## src/rtl/accel_pkg.sv

```systemverilog
// ####################################################################
// accelerometer burst reader shared definitions
// widths, tag characters, pin and write port structs, sequencer states
// ####################################################################

package accel_pkg;

  localparam int tag_w = 6;                      // tag character width

  typedef logic [7:0]       byte_t;              // one SPI byte
  typedef logic [3:0]       len_t;               // burst length incl. command byte
  typedef logic [tag_w-1:0] tag_t;               // NMEA style 6-bit character

  localparam tag_t tag_pulse_char = 6'h21;       // "!" forced by a tag pulse
  localparam tag_t tag_idle_char  = 6'h20;       // space when the queue is empty

  // sensor side SPI pins, miso lines travel separately
  typedef struct packed {
    logic csn;                                   // chip select, active low
    logic sclk;
    logic mosi;
  } spi_pins_t;

  // clock shape, 0/0 for the ADXL355
  typedef struct packed {
    logic cpha;
    logic cpol;
  } spi_mode_t;

  // what to read, latched when a burst starts
  typedef struct packed {
    byte_t cmd;                                  // first byte on mosi
    len_t  len;                                  // bytes including cmd
  } burst_req_t;

  // buffer RAM write port
  typedef struct packed {
    logic  wr;                                   // one clk per byte
    logic  clr;                                  // address reset before first wr
    byte_t data;
  } ram_wr_t;

  typedef enum logic [1:0] {
    idle,                                        // waiting for start, direct may switch
    active,                                      // chip select cycle running
    drain                                        // one tick after csn rises
  } burst_state_e;

endpackage
```

## src/rtl/accel_reader_top.sv

```systemverilog
// ####################################################################
// dual accelerometer burst reader, top level
// ####################################################################

module accel_reader_top #(
  parameter bit tag_enable    = 1'b0,
  parameter int tag_addr_bits = 4,
  parameter int rate_div      = 4,
  parameter int max_len       = 10
) (
  input  logic                  clk,
  input  logic                  rst_n,
  input  logic                  auto_en,         // internal periodic sync
  input  logic                  sync,
  input  accel_pkg::burst_req_t req,
  input  accel_pkg::spi_mode_t  mode,
  input  logic                  direct,
  output logic                  direct_en,
  input  accel_pkg::spi_pins_t  host,
  output accel_pkg::spi_pins_t  adxl,
  input  logic                  miso0,
  input  logic                  miso1,
  input  logic                  tag_pulse,
  input  logic                  tag_en,
  input  accel_pkg::tag_t       tag,
  output accel_pkg::ram_wr_t    ram
);
  import accel_pkg::*;

  logic    bit_en;
  logic    auto_sync;
  logic    start;
  logic    tag_pop;
  tag_t    tag_char;
  ram_wr_t ch0_wr;                               // streamed channel 0 writes
  byte_t   ch1_byte;
  logic    ch1_valid;
  logic    burst_done;
  logic    rep_wr;
  byte_t   rep_data;

  assign start = sync | auto_sync;

  rate_strobe #(.rate_div(rate_div)) u_rate (
    .clk(clk), .rst_n(rst_n), .auto_en(auto_en), .bit_en(bit_en), .auto_sync(auto_sync)
  );

  tag_queue #(.tag_addr_bits(tag_addr_bits)) u_tagq (
    .clk(clk), .rst_n(rst_n), .tag_pulse(tag_pulse), .tag_en(tag_en), .tag(tag),
    .pop(tag_pop), .tag_char(tag_char)
  );

  spi_burst_engine #(.tag_enable(tag_enable)) u_engine (
    .clk(clk), .rst_n(rst_n), .bit_en(bit_en), .start(start), .req(req), .mode(mode),
    .direct(direct), .direct_en(direct_en), .host(host), .adxl(adxl),
    .miso0(miso0), .miso1(miso1), .tag_char(tag_char), .tag_pop(tag_pop),
    .ch0_wr(ch0_wr), .ch1_byte(ch1_byte), .ch1_valid(ch1_valid), .burst_done(burst_done)
  );

  channel_replay #(.max_len(max_len)) u_replay (
    .clk(clk), .rst_n(rst_n), .ch1_valid(ch1_valid), .ch1_byte(ch1_byte),
    .burst_done(burst_done), .len(req.len), .rep_wr(rep_wr), .rep_data(rep_data)
  );

  // replay runs only after csn is high, so the two sources never collide
  assign ram = '{wr:   ch0_wr.wr | rep_wr,
                 clr:  ch0_wr.clr,
                 data: rep_wr ? rep_data : ch0_wr.data};

endmodule

```

## src/rtl/channel_replay.sv

```systemverilog
// ####################################################################
// channel 1 replay buffer, stores bytes during a burst and
// writes them out back to back once chip select has risen
// ####################################################################

module channel_replay #(
  parameter int max_len = 10                     // bytes kept per burst
) (
  input  logic             clk,
  input  logic             rst_n,
  input  logic             ch1_valid,
  input  accel_pkg::byte_t ch1_byte,
  input  logic             burst_done,
  input  accel_pkg::len_t  len,
  output logic             rep_wr,
  output accel_pkg::byte_t rep_data
);
  import accel_pkg::*;

  localparam int aw = (max_len > 1) ? $clog2(max_len) : 1;

  byte_t         mem [max_len];
  logic [aw-1:0] wr_idx;
  logic [aw-1:0] rd_idx;
  logic [aw-1:0] last_idx;                       // index of final replay byte
  len_t          len_q;                          // length of the burst being stored

  assign last_idx = aw'(len_q - 4'd2);

  always_ff @(posedge clk)
  begin
    if (ch1_valid)
      mem[wr_idx] <= ch1_byte;
  end

  always_ff @(posedge clk or negedge rst_n)
  begin
    if (!rst_n)
    begin
      wr_idx <= '0;
      rd_idx <= '0;
      rep_wr <= 1'b0;
      len_q  <= 4'd0;
    end
    else
    begin
      if (burst_done)
        wr_idx <= '0;                            // next burst starts at slot 0
      else if (ch1_valid && (int'(wr_idx) < max_len - 1))
        wr_idx <= wr_idx + 1'b1;                 // extra bytes pile on the last slot
      if (ch1_valid && (wr_idx == '0))
        len_q <= len;
      if (burst_done && (wr_idx != '0) && (len_q >= 4'd2))
      begin
        rep_wr <= 1'b1;
        rd_idx <= '0;
      end
      else if (rep_wr)
      begin
        if (rd_idx == last_idx)
          rep_wr <= 1'b0;                        // len-1 clocks in total
        else
          rd_idx <= rd_idx + 1'b1;
      end
    end
  end

  assign rep_data = mem[rd_idx];

endmodule

```

## src/rtl/spi_burst_engine.sv

```systemverilog
// ####################################################################
// SPI burst sequencer for two sensors on one chip select
// cmd out, data in on both miso lines, tag stamping, direct host mux
// ####################################################################

module spi_burst_engine #(
  parameter bit tag_enable = 1'b0
) (
  input  logic                  clk,
  input  logic                  rst_n,
  input  logic                  bit_en,
  input  logic                  start,
  input  accel_pkg::burst_req_t req,
  input  accel_pkg::spi_mode_t  mode,
  input  logic                  direct,
  output logic                  direct_en,
  input  accel_pkg::spi_pins_t  host,
  output accel_pkg::spi_pins_t  adxl,
  input  logic                  miso0,
  input  logic                  miso1,
  input  accel_pkg::tag_t       tag_char,
  output logic                  tag_pop,
  output accel_pkg::ram_wr_t    ch0_wr,
  output accel_pkg::byte_t      ch1_byte,
  output logic                  ch1_valid,
  output logic                  burst_done
);
  import accel_pkg::*;

  burst_state_e state;
  burst_req_t   req_q;                           // cmd and len of running burst
  logic [7:0]   tick;                            // {byte slot, tick in slot}
  logic         csn_q;
  logic         sclk_act;                        // sclk before cpol is applied
  byte_t        mosi_sr;
  byte_t        miso0_sr;
  byte_t        miso1_sr;
  logic         wr_q;
  logic         clr_q;
  byte_t        data0_q;
  spi_pins_t    eng_pins;                        // own pins before the direct mux
  logic         go;
  logic         in_win;                          // sclk toggling window
  logic         byte_end;                        // last bit of a data byte sampled
  logic [3:0]   dnum;                            // data byte number, 1 = first
  logic         tag_hit;
  logic [1:0]   tag_i;
  byte_t        rx0;
  byte_t        rx1;

  // no burst while direct is requested or granted
  assign go       = (state == idle) && start && !direct && !direct_en;
  // bits run from tick 4 to len*16+3, even ticks shift, odd ticks sample
  assign in_win   = (tick >= 8'd4) && (tick < {req_q.len, 4'h4});
  assign byte_end = (state == active) && bit_en && in_win && (tick[3:0] == 4'h3)
                    && (tick[7:4] >= 4'd2);      // slot 1 ends the cmd byte
  assign dnum     = tick[7:4] - 4'd1;
  assign tag_hit  = tag_enable && !dnum[0] && (dnum >= 4'd2) && (dnum <= 4'd6);
  assign tag_i    = dnum[2:1] - 2'd1;            // bytes 2,4,6 carry bits 0,1,2
  assign rx0      = tag_hit ? {miso0_sr[6:0], tag_char[tag_i]}
                            : {miso0_sr[6:0], miso0};
  assign rx1      = tag_hit ? {miso1_sr[6:0], tag_char[3'(tag_i) + 3'd3]}
                            : {miso1_sr[6:0], miso1};

  always_ff @(posedge clk or negedge rst_n)
  begin
    if (!rst_n)
    begin
      state      <= idle;
      tick       <= 8'd0;
      csn_q      <= 1'b1;
      sclk_act   <= 1'b0;
      mosi_sr    <= 8'h00;
      direct_en  <= 1'b0;
      tag_pop    <= 1'b0;
      burst_done <= 1'b0;
      wr_q       <= 1'b0;
      clr_q      <= 1'b0;
    end
    else
    begin
      tag_pop    <= 1'b0;
      burst_done <= 1'b0;
      wr_q       <= byte_end;                    // one clk after the final sample
      clr_q      <= (state == active) && bit_en && (tick == 8'd8) && (req_q.len >= 4'd2);
      case (state)
        idle:
        begin
          if (go)
          begin
            state   <= active;
            tick    <= 8'd0;
            tag_pop <= 1'b1;                     // char is ready long before byte 2
          end
          else
            direct_en <= direct;                 // grant moves only here
        end
        active:
        begin
          if (bit_en)
          begin
            tick     <= tick + 8'd1;
            sclk_act <= in_win & (tick[0] ^ mode.cpha);
            if (tick == 8'd0)
              csn_q <= 1'b0;
            if (in_win && !tick[0])
              mosi_sr <= (tick == 8'd4) ? req_q.cmd : {mosi_sr[6:0], 1'b0};
            if (tick == {req_q.len, 4'h5})
            begin
              csn_q      <= 1'b1;
              burst_done <= 1'b1;                // replay may start now
              state      <= drain;
            end
          end
        end
        drain:
        begin
          if (bit_en)
            state <= idle;
        end
        default: state <= idle;
      endcase
    end
  end

  always_ff @(posedge clk)
  begin
    if (go)
      req_q <= req;
    if ((state == active) && bit_en && in_win && tick[0])
    begin
      miso0_sr <= {miso0_sr[6:0], miso0};        // value just before the sample edge
      miso1_sr <= {miso1_sr[6:0], miso1};
    end
    if (byte_end)
    begin
      data0_q  <= rx0;
      ch1_byte <= rx1;
    end
  end

  assign ch1_valid = wr_q;
  assign ch0_wr    = '{wr: wr_q, clr: clr_q, data: data0_q};
  assign eng_pins  = '{csn: csn_q, sclk: sclk_act ^ mode.cpol, mosi: mosi_sr[7]};
  assign adxl      = direct_en ? host : eng_pins;

endmodule

```

## src/rtl/tag_queue.sv

```systemverilog
// ####################################################################
// tag character queue, pulse tag wins over FIFO, space when empty
// ####################################################################

module tag_queue #(
  parameter int tag_addr_bits = 4                // FIFO depth is 2**n
) (
  input  logic            clk,
  input  logic            rst_n,
  input  logic            tag_pulse,
  input  logic            tag_en,
  input  accel_pkg::tag_t tag,
  input  logic            pop,
  output accel_pkg::tag_t tag_char
);
  import accel_pkg::*;

  localparam int depth = 2 ** tag_addr_bits;

  tag_t                     mem [depth];         // character storage
  logic [tag_addr_bits-1:0] wptr;
  logic [tag_addr_bits-1:0] rptr;
  logic [tag_addr_bits-1:0] wnext;
  logic                     pulse_flag;          // sticky, set by tag_pulse
  logic                     empty;
  logic                     full;
  logic                     rd_adv;              // head consumed by a pop
  logic                     drop;                // push into full queue

  assign wnext  = wptr + 1'b1;
  assign empty  = (wptr == rptr);
  assign full   = (wnext == rptr);               // one slot kept free
  assign rd_adv = pop && !pulse_flag && !empty;
  assign drop   = tag_en && full;                // oldest entry gets lost

  always_ff @(posedge clk)
  begin
    if (tag_en)
      mem[wptr] <= tag;
  end

  always_ff @(posedge clk or negedge rst_n)
  begin
    if (!rst_n)
    begin
      wptr       <= '0;
      rptr       <= '0;
      pulse_flag <= 1'b0;
      tag_char   <= tag_idle_char;
    end
    else
    begin
      if (tag_en)
        wptr <= wnext;
      if (rd_adv || drop)
        rptr <= rptr + 1'b1;                     // pop and overflow never stack
      if (pop && pulse_flag)
        pulse_flag <= 1'b0;
      if (tag_pulse)
        pulse_flag <= 1'b1;                      // a new pulse beats a same-cycle pop
      if (pop)
      begin
        if (pulse_flag)
          tag_char <= tag_pulse_char;            // queue keeps its content
        else if (empty)
          tag_char <= tag_idle_char;
        else
          tag_char <= mem[rptr];
      end
    end
  end

endmodule

```

## src/rtl/rate_strobe.sv

```systemverilog
// ####################################################################
// pace source: bit-rate enable from clk, periodic sync when auto is on
// ####################################################################

module rate_strobe #(
  parameter int rate_div = 4                     // clk cycles per bit_en
) (
  input  logic clk,
  input  logic rst_n,
  input  logic auto_en,
  output logic bit_en,
  output logic auto_sync
);

  localparam int cw = (rate_div > 1) ? $clog2(rate_div) : 1;

  logic [cw-1:0] div_cnt;                        // clk divider
  logic [7:0]    tick_cnt;                       // bit_en ticks, wraps every 256

  always_ff @(posedge clk or negedge rst_n)
  begin
    if (!rst_n)
    begin
      div_cnt   <= '0;
      tick_cnt  <= 8'd0;
      bit_en    <= 1'b0;
      auto_sync <= 1'b0;
    end
    else
    begin
      bit_en <= (div_cnt == cw'(rate_div - 1)); // one clk wide
      if (div_cnt == cw'(rate_div - 1))
        div_cnt <= '0;
      else
        div_cnt <= div_cnt + 1'b1;
      auto_sync <= 1'b0;
      if (bit_en)
      begin
        tick_cnt  <= tick_cnt + 8'd1;
        // 256 ticks covers the longest burst plus its drain tick
        auto_sync <= auto_en && (tick_cnt == 8'hff);
      end
    end
  end

endmodule

```

## config.mk

```make
export PLATFORM = sky130hd
export DESIGN_NAME = accel_reader_top
export DESIGN_NICKNAME = d
export VERILOG_FILES = /design/src/rtl/accel_pkg.sv /design/src/rtl/accel_reader_top.sv /design/src/rtl/channel_replay.sv /design/src/rtl/spi_burst_engine.sv /design/src/rtl/tag_queue.sv /design/src/rtl/rate_strobe.sv
export SDC_FILE = /design/constraint.sdc
export NUM_CORES = 1
export LEC_CHECK = 0
export BUFFER_PORTS_ARGS = -buffer_cell sky130_fd_sc_hd__buf_4
export CORE_MARGIN = 8
export CORE_UTILIZATION = 28
export DETAILED_ROUTE_END_ITERATION = 8
export PLACE_DENSITY = 0.51
export SYNTH_ARGS = -nofsm -noshare
export SYNTH_HDL_FRONTEND = slang
export SYNTH_SLANG_ARGS = --single-unit
```

## constraint.sdc

```tcl
create_clock -name clk -period 4 [get_ports clk]
set_input_delay 1 -clock clk [delete_from_list [all_inputs] [get_ports clk]]
set_output_delay 1 -clock clk [all_outputs]
set_load 0.05 [all_outputs]
```

==> results of run 1 <==
[where the power goes]
part	switching [mW]	internal, mW
logic	0.0588	0.0507
registers	0.0205	1.91
clock network	0.661	0.914
[state kept, by name (all words and copies together), names as in the netlist, 2 cells and up]
register and flops:
u_engine.ch1_byte 8, u_engine.data0_q 8, u_engine.miso0_sr 7, u_engine.miso1_sr 7, u_engine.mosi_sr 8, u_engine.req_q 12
u_engine.state 2, u_engine.tick 8, u_rate.div_cnt 2, u_rate.tick_cnt 8, u_replay.len_q 4, u_replay.mem 80
u_replay.rd_idx 4, u_replay.wr_idx 4
[cell families after synthesis]
group / Yosys count
compound gates: 49
simple gates: 88
buf+inv: 41
xor+xnor: 15
fa+ha+maj: 16
flops: 171
mux: 57
[layout make-up]
type | count | area [µm²]
clock inverters | 11 | 118.9
multi-input cells | 225 | 1961
repair buffers | 41 | 320.3
clock buffers | 20 | 436.7
flip-flops and latches | 171 | 4891
inverters | 23 | 86.33
well taps | 330 | 412.9
fillers | 2371 | 16660
[final timing paths]
check                                                from                               to  slack (ps)  cells after the start
setup / recovery           u_replay.rd_idx[0]$_DFFE_PN0P_                           ram[3]         460                      6
hold / removal             u_engine.miso0_sr[6]$_DFFE_PP_    u_engine.data0_q[7]$_DFFE_PP_         420                      0
setup reg to reg                  u_rate.bit_en$_DFF_PN0_  u_engine.mosi_sr[2]$_DFFE_PN0P_        1800                      4
hold reg to reg            u_engine.miso0_sr[6]$_DFFE_PP_    u_engine.data0_q[7]$_DFFE_PP_         420                      0
max in group asynchronous                           rst_n     u_engine.tick[7]$_DFFE_PN0P_        2970                      1
min in group asynchronous                           rst_n   u_engine.direct_en$_DFFE_PN0P_         600                      1
[routing by layer]
| metal | share of wire | GRT usage |
|---|---|---|
| met1 | 0.45 | 0.1161 |
| met2 | 0.51 | 0.1576 |
| met3 | 0.029 | 0.02322 |
| met4 | 0.015 | 0.03709 |
| met5 | 0 | 0 |
[cells in the final DEF (no fill, tap or decap), types with 4 or more instances in the layout]
master     netlist  final
nand4_1          4      4
a21oi_1          6      6
edfxtp_1       122    122
mux4_2          15     15
and3_1          10     10
clkbuf_16        0     17
nor2_1          12     12
xnor2_1          8      8
o211ai_1         8      8
nand2_1         29     29
mux2_2          29     29
buf_4            3     40
inv_1           23     23
ha_1            16     16
xor2_1           6      6
dfrtp_1         48     48
mux2i_1         12     12
o21ai_0         21     21
nand3_1          9      9
==> impl_metrics.py, run 1 <==
metrics = {
    "timing": {
        "worst_clock_skew_ps": 9.228,
        "maxSlewViolCount": 0,
        "max_slew_margin": 0.4525,
        "rsz0062_at_grt": "false",
        "fin_ws_ps": 455.2,
        "tns_ps": 0,
        "fin_worst_hold_slack_ps": 418.2,
        "finalCritPeriodShare": 0.8862,
        "setup_viol": 0,
        "tightest_slew_ps": 821.3,
        "min_period_ps": 3545,
        "fmax_mhz": 282.1,
        "hold_viol_final": 0,
    },
    "clock_tree": {
        "cts_max_level": 4,
        "cts_root_buf": "clkbuf_16",
        "cts_setup_buffers": 0,
        "hold_buffers": 0,
        "cts_resized": 0,
        "cts_tree": "done",
        "numCtsBuffers": 17,
        "clock-sinks": 171,
        "clk_pin_slew_ps": 60,
        "insertion_delay_ps": 430,
        "clock_tree.buffer_depth": 2,
    },
    "job": {
        "cap_violations": 0,
    },
    "worst_setup_path": {
        "cp-end-kind": "primary output",
        "cp_max_fo": 28,
        "cp_num_buf_inv": 2,
        "crit_path_max_incr_delay_ps": 540,
        "cp_slowest_cell": "mux4_2",
        "crit_family": "multiplexers",
        "cp_cell_sequence": "buf_12 > mux4_2 > mux2_2 > o211ai_1 > o21ai_0 > buf_4",
        "required_ps": 3000,
        "crit_path_start_kind": "flip-flop",
        "critPathKind": "flip-flop to primary output",
        "cp.arrival_ps": 2540,
    },
    "detailed_routing": {
        "wire_per_inst_um": 16.70,
        "drt-initial-drc-count": 268,
        "drcViolationCount": 0,
        "antenna_left": 0,
        "vias": 3724,
        "drtPass1Iterations": 4,
        "wl_mm": 13.71,
        "viasPerCell": 4.536,
    },
    "die": {
        "start_util": 0.2826,
        "ios": 46,
        "coreArea_mm2": 0.02489,
        "rows": 58,
        "dieHeight_um": 174.5,
        "fp.dieW_um": 174.5,
        "die-area_mm2": 0.03045,
    },
    "finish": {
        "syn2layout_area_growth_pct": 16.95,
        "design_area_mm2": 0.008227,
        "diodes": 0,
        "drive_gt1_frac": 0.2424,
        "num-nets-final": 527,
        "post-route-util": 0.3305,
        "fin_cells": 821,
    },
    "placement": {
        "dp_cells": 790,
        "postPlaceCellArea_mm2": 0.007671,
        "pre_cts_slack_ps": 855.4,
        "portBuffers": 37,
        "hpwl_mm": 8.753,
        "gp_congestion": 0.7589,
    },
    "synthesis": {
        "synthMuxAreaShare": 0.1153,
        "synth_area_mm2": 0.007034,
        "synth_top_family_by_area": "multiplexers",
        "synth_cell_types": 51,
        "syn-num-nets": 485,
        "synth_edf_count": 122,
        "syn-instance-count": 437,
        "yosys.area_share.simple": 0.06599,
        "synth_seq_cells": 171,
        "seq_area_frac_synth": 0.6953,
        "ys.flop_type": "edfxtp_1",
        "yosys_warnings": 0,
        "yosys.area_share.adder": 0.02846,
        "syn_avg_cell_area_um2": 16.10,
        "synthXorXnorAreaFrac": 0.02081,
        "async_flop_share": 0.2865,
        "ys_top_cells_by_count": "edfxtp_1, dfrtp_1, mux2_2, nand2_1, inv_1",
        "synth.most_common_cell": "edfxtp_1",
        "yosys.area.top_type": "edfxtp_1",
        "synth-compound-area-share": 0.04678,
        "synth_top_area_frac": 0.5208,
        "yosys-top-cells-area": "edfxtp_1, dfrtp_1, mux4_2, mux2_2, ha_1",
    },
    "grt": {
        "grt-ovfl-total": 0,
        "grt_pass1_wl_mm": 21.99,
        "grt_max_degree": 50,
        "antenna_found_initial": 0,
        "track_usage": 0.09451,
        "grt_pass1_vias": 3888,
    },
    "pwr": {
        "power_mw": 3.614,
        "power_density_mw_per_mm2": 439.3,
        "leakage_nw": 3.038,
        "peakVddDrop_mv": 0.2903,
    },
    "outcome": {
        "status": "complete, no violations",
    },
    "worst_hold_path": {
        "min-delay-path-class": "flip-flop to flip-flop",
    },
}
Note: power is estimated with default switching activity, not from simulation.
==> run 2, diff against run 1 <==
==> constraint.sdc (replaced) <==
create_clock -name clk -period 3.9 [get_ports clk]
set_input_delay 0.975 -clock clk [delete_from_list [all_inputs] [get_ports clk]]
set_output_delay 0.975 -clock clk [all_outputs]
set_load 0.05 [all_outputs]
==> run 2 against run 1 <==
Effect of this change: cell count rose by 0.12%; worst hold slack better by 1.5 ps; power decreased by 0.12%; clock skew is 3.0 ps higher; utilization shrank 0.12 points; worst setup slack got worse by 27 ps; cell area down 0.35%; flip-flop and latch count is the same; wire length fell by 0.47%; first-iteration DRC count decreased by 4.1%; critical endpoint unchanged; largest cell class unchanged.
==> impl_metrics.py, run 2 (same netlist as run 1, synthesis figures left out) <==
metrics = {
    "outcome": {
        "status": "complete, no violations",
    },
    "die": {
        "rows": 58,
        "coreArea_mm2": 0.02489,
        "dieHeight_um": 174.5,
        "start_util": 0.2826,
        "ios": 46,
        "fp.dieW_um": 174.5,
        "die-area_mm2": 0.03045,
    },
    "timing": {
        "worst_clock_skew_ps": 12.27,
        "setup_viol": 0,
        "tightest_slew_ps": 835.2,
        "fin_worst_hold_slack_ps": 419.7,
        "fmax_mhz": 288.0,
        "rsz0062_at_grt": "false",
        "maxSlewViolCount": 0,
        "hold_viol_final": 0,
        "finalCritPeriodShare": 0.8902,
        "max_slew_margin": 0.4432,
        "min_period_ps": 3472,
        "fin_ws_ps": 428.3,
        "tns_ps": 0,
    },
    "finish": {
        "final_cell_mix": "edfxtp_1, dfrtp_1, buf_4",
        "fillers": 2382,
        "design_area_mm2": 0.008198,
        "seqCellArea_mm2": 0.004891,
        "final_common_cell": "edfxtp_1",
        "syn2layout_area_growth_pct": 16.54,
        "multi_input_area_mm2": 0.001961,
        "largest_reg_flops": 80,
        "drive_gt1_frac": 0.2480,
        "regMostFlops": "u_replay.mem",
        "diodes": 0,
        "fin_cells": 822,
        "num-nets-final": 527,
        "reg_top3": "u_replay.mem (80), u_engine.req_q (12)",
        "post-route-util": 0.3293,
    },
    "clock_tree": {
        "insertion_delay_ps": 430,
        "cts_setup_buffers": 0,
        "hold_buffers": 0,
        "numCtsBuffers": 17,
        "clock-sinks": 171,
        "clock_tree.buffer_depth": 2,
        "cts_root_buf": "clkbuf_16",
        "cts_tree": "done",
        "clk_pin_slew_ps": 60,
        "cts_max_level": 4,
        "cts_resized": 0,
    },
    "pwr": {
        "power.switching_mw": 0.7388,
        "clkPwrFrac": 0.421,
        "swShare": 0.2047,
        "peakVddDrop_mv": 0.2705,
        "intPower_mw": 2.871,
        "power_density_mw_per_mm2": 440.3,
        "power_mw": 3.610,
        "seq_power_share": 0.548,
        "leakage_nw": 3.034,
        "combPwrFrac": 0.031,
    },
    "placement": {
        "pre_cts_slack_ps": 796.5,
        "portBuffers": 37,
        "hpwl_mm": 8.726,
        "postPlaceCellArea_mm2": 0.007671,
        "gp_congestion": 0.7601,
        "dp_cells": 790,
    },
    "worst_hold_path": {
        "hold_start": "u_engine.miso0_sr[6]$_DFFE_PP_",
        "worstHoldEndpoint": "u_engine.data0_q[7]$_DFFE_PP_",
        "min-delay-path-class": "flip-flop to flip-flop",
        "holdPathStages": 0,
    },
    "worst_setup_path": {
        "r2r_setup_slack_ps": 1690,
        "path_depth": 6,
        "cp_num_buf_inv": 2,
        "cp.arrival_ps": 2500,
        "required_ps": 2920,
        "cp_max_fo": 28,
        "critPathKind": "flip-flop to primary output",
        "timing.rr.start": "u_rate.bit_en$_DFF_PN0_",
        "reg2reg_to": "u_engine.mosi_sr[5]$_DFFE_PN0P_",
        "cp_cell_sequence": "buf_12 > mux4_2 > mux2_2 > o211ai_1 > o21ai_0 > buf_4",
        "crit_path_max_incr_delay_ps": 540,
        "crit_family": "multiplexers",
        "crit_path_start_kind": "flip-flop",
        "rr_worst_depth": 4,
        "cp_slowest_cell": "mux4_2",
        "cp-end-kind": "primary output",
    },
    "detailed_routing": {
        "wl_mm": 13.64,
        "viasPerCell": 4.455,
        "drcViolationCount": 0,
        "maxUsedRoutingLayer": "met4",
        "drt-initial-drc-count": 257,
        "vias": 3662,
        "drtPass1Iterations": 4,
        "wl_met2_mm": 7.043,
        "wl_met1_mm": 5.806,
        "wire_per_inst_um": 16.60,
        "route.met3.wl_um": 576,
        "antenna_left": 0,
    },
    "grt": {
        "grt_pass1_wl_mm": 22.18,
        "grt_max_degree": 50,
        "grt-ovfl-total": 0,
        "grt_pass1_vias": 3991,
        "track_usage": 0.09417,
        "antenna_found_initial": 0,
    },
    "job": {
        "cap_violations": 0,
    },
}
## run 2: layout make-up
| class | count | area share |
|---|---|---|
| Clock buffer | 25 | 0.05891 |
| Clock inverter | 7 | 0.005342 |
| Inverter | 23 | 0.01053 |
| Multi-Input combinational cell | 225 | 0.2392 |
| Sequential cell | 171 | 0.5966 |
| Tap cell | 330 | 0.05037 |
| Timing Repair Buffer | 41 | 0.03907 |
## run 2: worst max path at each step
stage                                        start  endpoint  slack [ps]
global placement    u_replay.rd_idx[0]$_DFFE_PN0P_    ram[3]         780
floorplan                                  mode[0]   adxl[1]         760
detailed placement  u_replay.rd_idx[0]$_DFFE_PN0P_    ram[3]         800
CTS                 u_replay.rd_idx[0]$_DFFE_PN0P_    ram[3]         320
finish              u_replay.rd_idx[0]$_DFFE_PN0P_    ram[3]         430
global route        u_replay.rd_idx[0]$_DFFE_PN0P_    ram[3]         260
## run 2: worst register-to-register path, cell delays in order, from the launching register on
cell      delay, ps
dfrtp_1         520
and3b_1         460
o211ai_2        260
nor3_4          450
mux2_2          390
## run 2: routing by layer
layer  global-route usage  vias to the layer above
li1                     -                     1735
met1               0.1136                     1853
met2               0.1584                       58
met3              0.02322                       16
met4              0.03921                        0
met5                    0                        -
## run 2: power groups by stage
stage | clock network (mW) | registers (mW) | logic [mW]
floorplan | 0 | 2.01 | 0.0696
global placement | 0 | 2.01 | 0.112
detailed placement | 0 | 2.02 | 0.115
CTS | 1.56 | 1.98 | 0.115
global route | 1.64 | 1.98 | 0.124
finish | 1.52 | 1.98 | 0.112
==> run 3, diff against run 2 <==
--- a/config.mk
+++ b/config.mk
@@ -7,9 +7,10 @@
 export LEC_CHECK = 0
 export BUFFER_PORTS_ARGS = -buffer_cell sky130_fd_sc_hd__buf_4
 export CORE_MARGIN = 8
-export CORE_UTILIZATION = 28
+export CORE_UTILIZATION = 25
+export CTS_CLUSTER_SIZE = 8
 export DETAILED_ROUTE_END_ITERATION = 8
-export PLACE_DENSITY = 0.51
+export PLACE_DENSITY = 0.48
 export SYNTH_ARGS = -nofsm -noshare
 export SYNTH_HDL_FRONTEND = slang
 export SYNTH_SLANG_ARGS = --single-unit
==> run 3 against run 2 <==
Effect of this change: die area grew 11%; critical path depth stayed put; cell area increased by 1.6%; utilization is 3.0 points lower; power increased by 4.5%; clock-buffer cell count shrank 7; worst hold slack improved by 1.4 ps; via count up 0.55%; wire length is 0.33% lower; critical path type unchanged; critical endpoint is now ram[7].
==> impl_metrics.py, run 3 (same netlist as run 1, synthesis figures left out) <==
metrics = {
    "clock_tree": {
        "cts_setup_buffers": 0,
        "cts_root_buf": "clkbuf_16",
        "cts_max_level": 4,
        "numCtsBuffers": 17,
        "clock_tree.buffer_depth": 2,
        "hold_buffers": 0,
        "cts_resized": 0,
        "cts_tree": "done",
        "clock-sinks": 171,
        "clk_pin_slew_ps": 60,
        "insertion_delay_ps": 420,
    },
    "placement": {
        "gp_congestion": 0.7177,
        "postPlaceCellArea_mm2": 0.007739,
        "hpwl_mm": 9.001,
        "pre_cts_slack_ps": 741.5,
        "portBuffers": 37,
    },
    "worst_setup_path": {
        "crit_path_start_kind": "flip-flop",
        "cp-end-kind": "primary output",
        "cp_max_fo": 13,
        "path_common_cell": "buf_4",
        "cp_slowest_cell": "dfrtp_1",
        "r2r_setup_slack_ps": 1710,
        "cp_num_buf_inv": 2,
        "required_ps": 2920,
        "crit_path_max_incr_delay_ps": 750,
        "critPathKind": "flip-flop to primary output",
        "cp_cell_sequence": "buf_4 > mux4_2 > mux2_2 > o211ai_1 > o21ai_0 > buf_4",
        "crit_family": "flip-flops",
        "cp.arrival_ps": 2600,
    },
    "timing": {
        "fin_worst_hold_slack_ps": 421.1,
        "setup_viol": 0,
        "maxSlewViolCount": 0,
        "tightest_slew_ps": 801.4,
        "max_slew_margin": 0.4657,
        "finalCritPeriodShare": 0.9167,
        "worst_clock_skew_ps": 10.02,
        "min_period_ps": 3575,
        "fmax_mhz": 279.7,
        "fin_ws_ps": 324.9,
        "rsz0062_at_grt": "false",
        "hold_viol_final": 0,
        "tns_ps": 0,
    },
    "die": {
        "coreArea_mm2": 0.02778,
        "rows": 61,
        "dieHeight_um": 183.7,
        "ios": 46,
        "fp.dieW_um": 183.7,
        "start_util": 0.2532,
        "die-area_mm2": 0.03376,
    },
    "finish": {
        "reg_top3": "u_replay.mem (80), u_engine.req_q (12)",
        "syn2layout_area_growth_pct": 18.39,
        "seqCellArea_mm2": 0.004891,
        "fillers": 2790,
        "drive_gt1_frac": 0.2556,
        "post-route-util": 0.2998,
        "multi_input_area_mm2": 0.001961,
        "regMostFlops": "u_replay.mem",
        "final_common_cell": "edfxtp_1",
        "design_area_mm2": 0.008328,
        "num-nets-final": 528,
        "final_cell_mix": "edfxtp_1, dfrtp_1, buf_4",
        "largest_reg_flops": 80,
        "diodes": 0,
    },
    "detailed_routing": {
        "vias": 3682,
        "drcViolationCount": 0,
        "wl_mm": 13.60,
        "viasPerCell": 4.227,
        "drtPass1Iterations": 4,
        "antenna_left": 0,
        "wire_per_inst_um": 15.61,
        "drt-initial-drc-count": 275,
    },
    "outcome": {
        "status": "complete, no violations",
    },
    "worst_hold_path": {
        "min-delay-path-class": "flip-flop to flip-flop",
    },
    "grt": {
        "grt_pass1_wl_mm": 21.70,
        "grt_max_degree": 50,
        "grt_pass1_vias": 3870,
        "globalRouteMet2Util": 0.1473,
        "antenna_found_initial": 0,
        "grt_util_met1": 0.1001,
        "globalRouteMet3Util": 0.01798,
        "track_usage": 0.08483,
        "grt-ovfl-total": 0,
        "busiest_layer": "met2",
    },
    "pwr": {
        "power_density_mw_per_mm2": 453.1,
        "peakVddDrop_mv": 0.2793,
        "leakage_nw": 3.062,
    },
    "job": {
        "cap_violations": 0,
    },
}
-- run 3: final timing paths --
kind,start,end,depth (start not counted)
min in group asynchronous,rst_n,u_engine.direct_en$_DFFE_PN0P_,1
hold reg to reg,u_engine.miso1_sr[6]$_DFFE_PP_,u_engine.ch1_byte[7]$_DFFE_PP_,0
hold / removal,u_engine.miso1_sr[6]$_DFFE_PP_,u_engine.ch1_byte[7]$_DFFE_PP_,0
setup reg to reg,u_engine.tick[5]$_DFFE_PN0P_,u_engine.mosi_sr[7]$_DFFE_PN0P_,5
max in group asynchronous,rst_n,u_replay.rd_idx[0]$_DFFE_PN0P_,1
setup / recovery,u_replay.rd_idx[1]$_DFFE_PN0P_,ram[7],6
-- run 3: layout make-up --
class	count	share of cell area
multi-input cells	225	0.2354
repair buffers	42	0.03936
well taps	378	0.05679
flip-flops and latches	171	0.5873
clock inverters	14	0.01923
clock buffers	18	0.05153
inverters	23	0.01037
-- run 3: through the flow --
step	power, mW	std cells
2_1_floorplan	2.079	437
3_5_place_dp	2.131	839
5_1_grt	3.905	871
6_report	3.773	871
4_1_cts	3.829	871
3_3_place_gp	2.127	839
-- run 3: power by group --
group | total (mW) | switching, mW | internal (mW)
clock network | 1.68 | 0.723 | 0.960
logic | 0.112 | 0.0604 | 0.0520
registers | 1.98 | 0.0214 | 1.96
total | 3.77 | 0.804 | 2.97
-- run 3: layer usage --
metal,routed length (µm),vias up
met2,7022,57
met5,0,-
met3,346,15
met4,221,0
met1,6009,1864
li1,-,1746
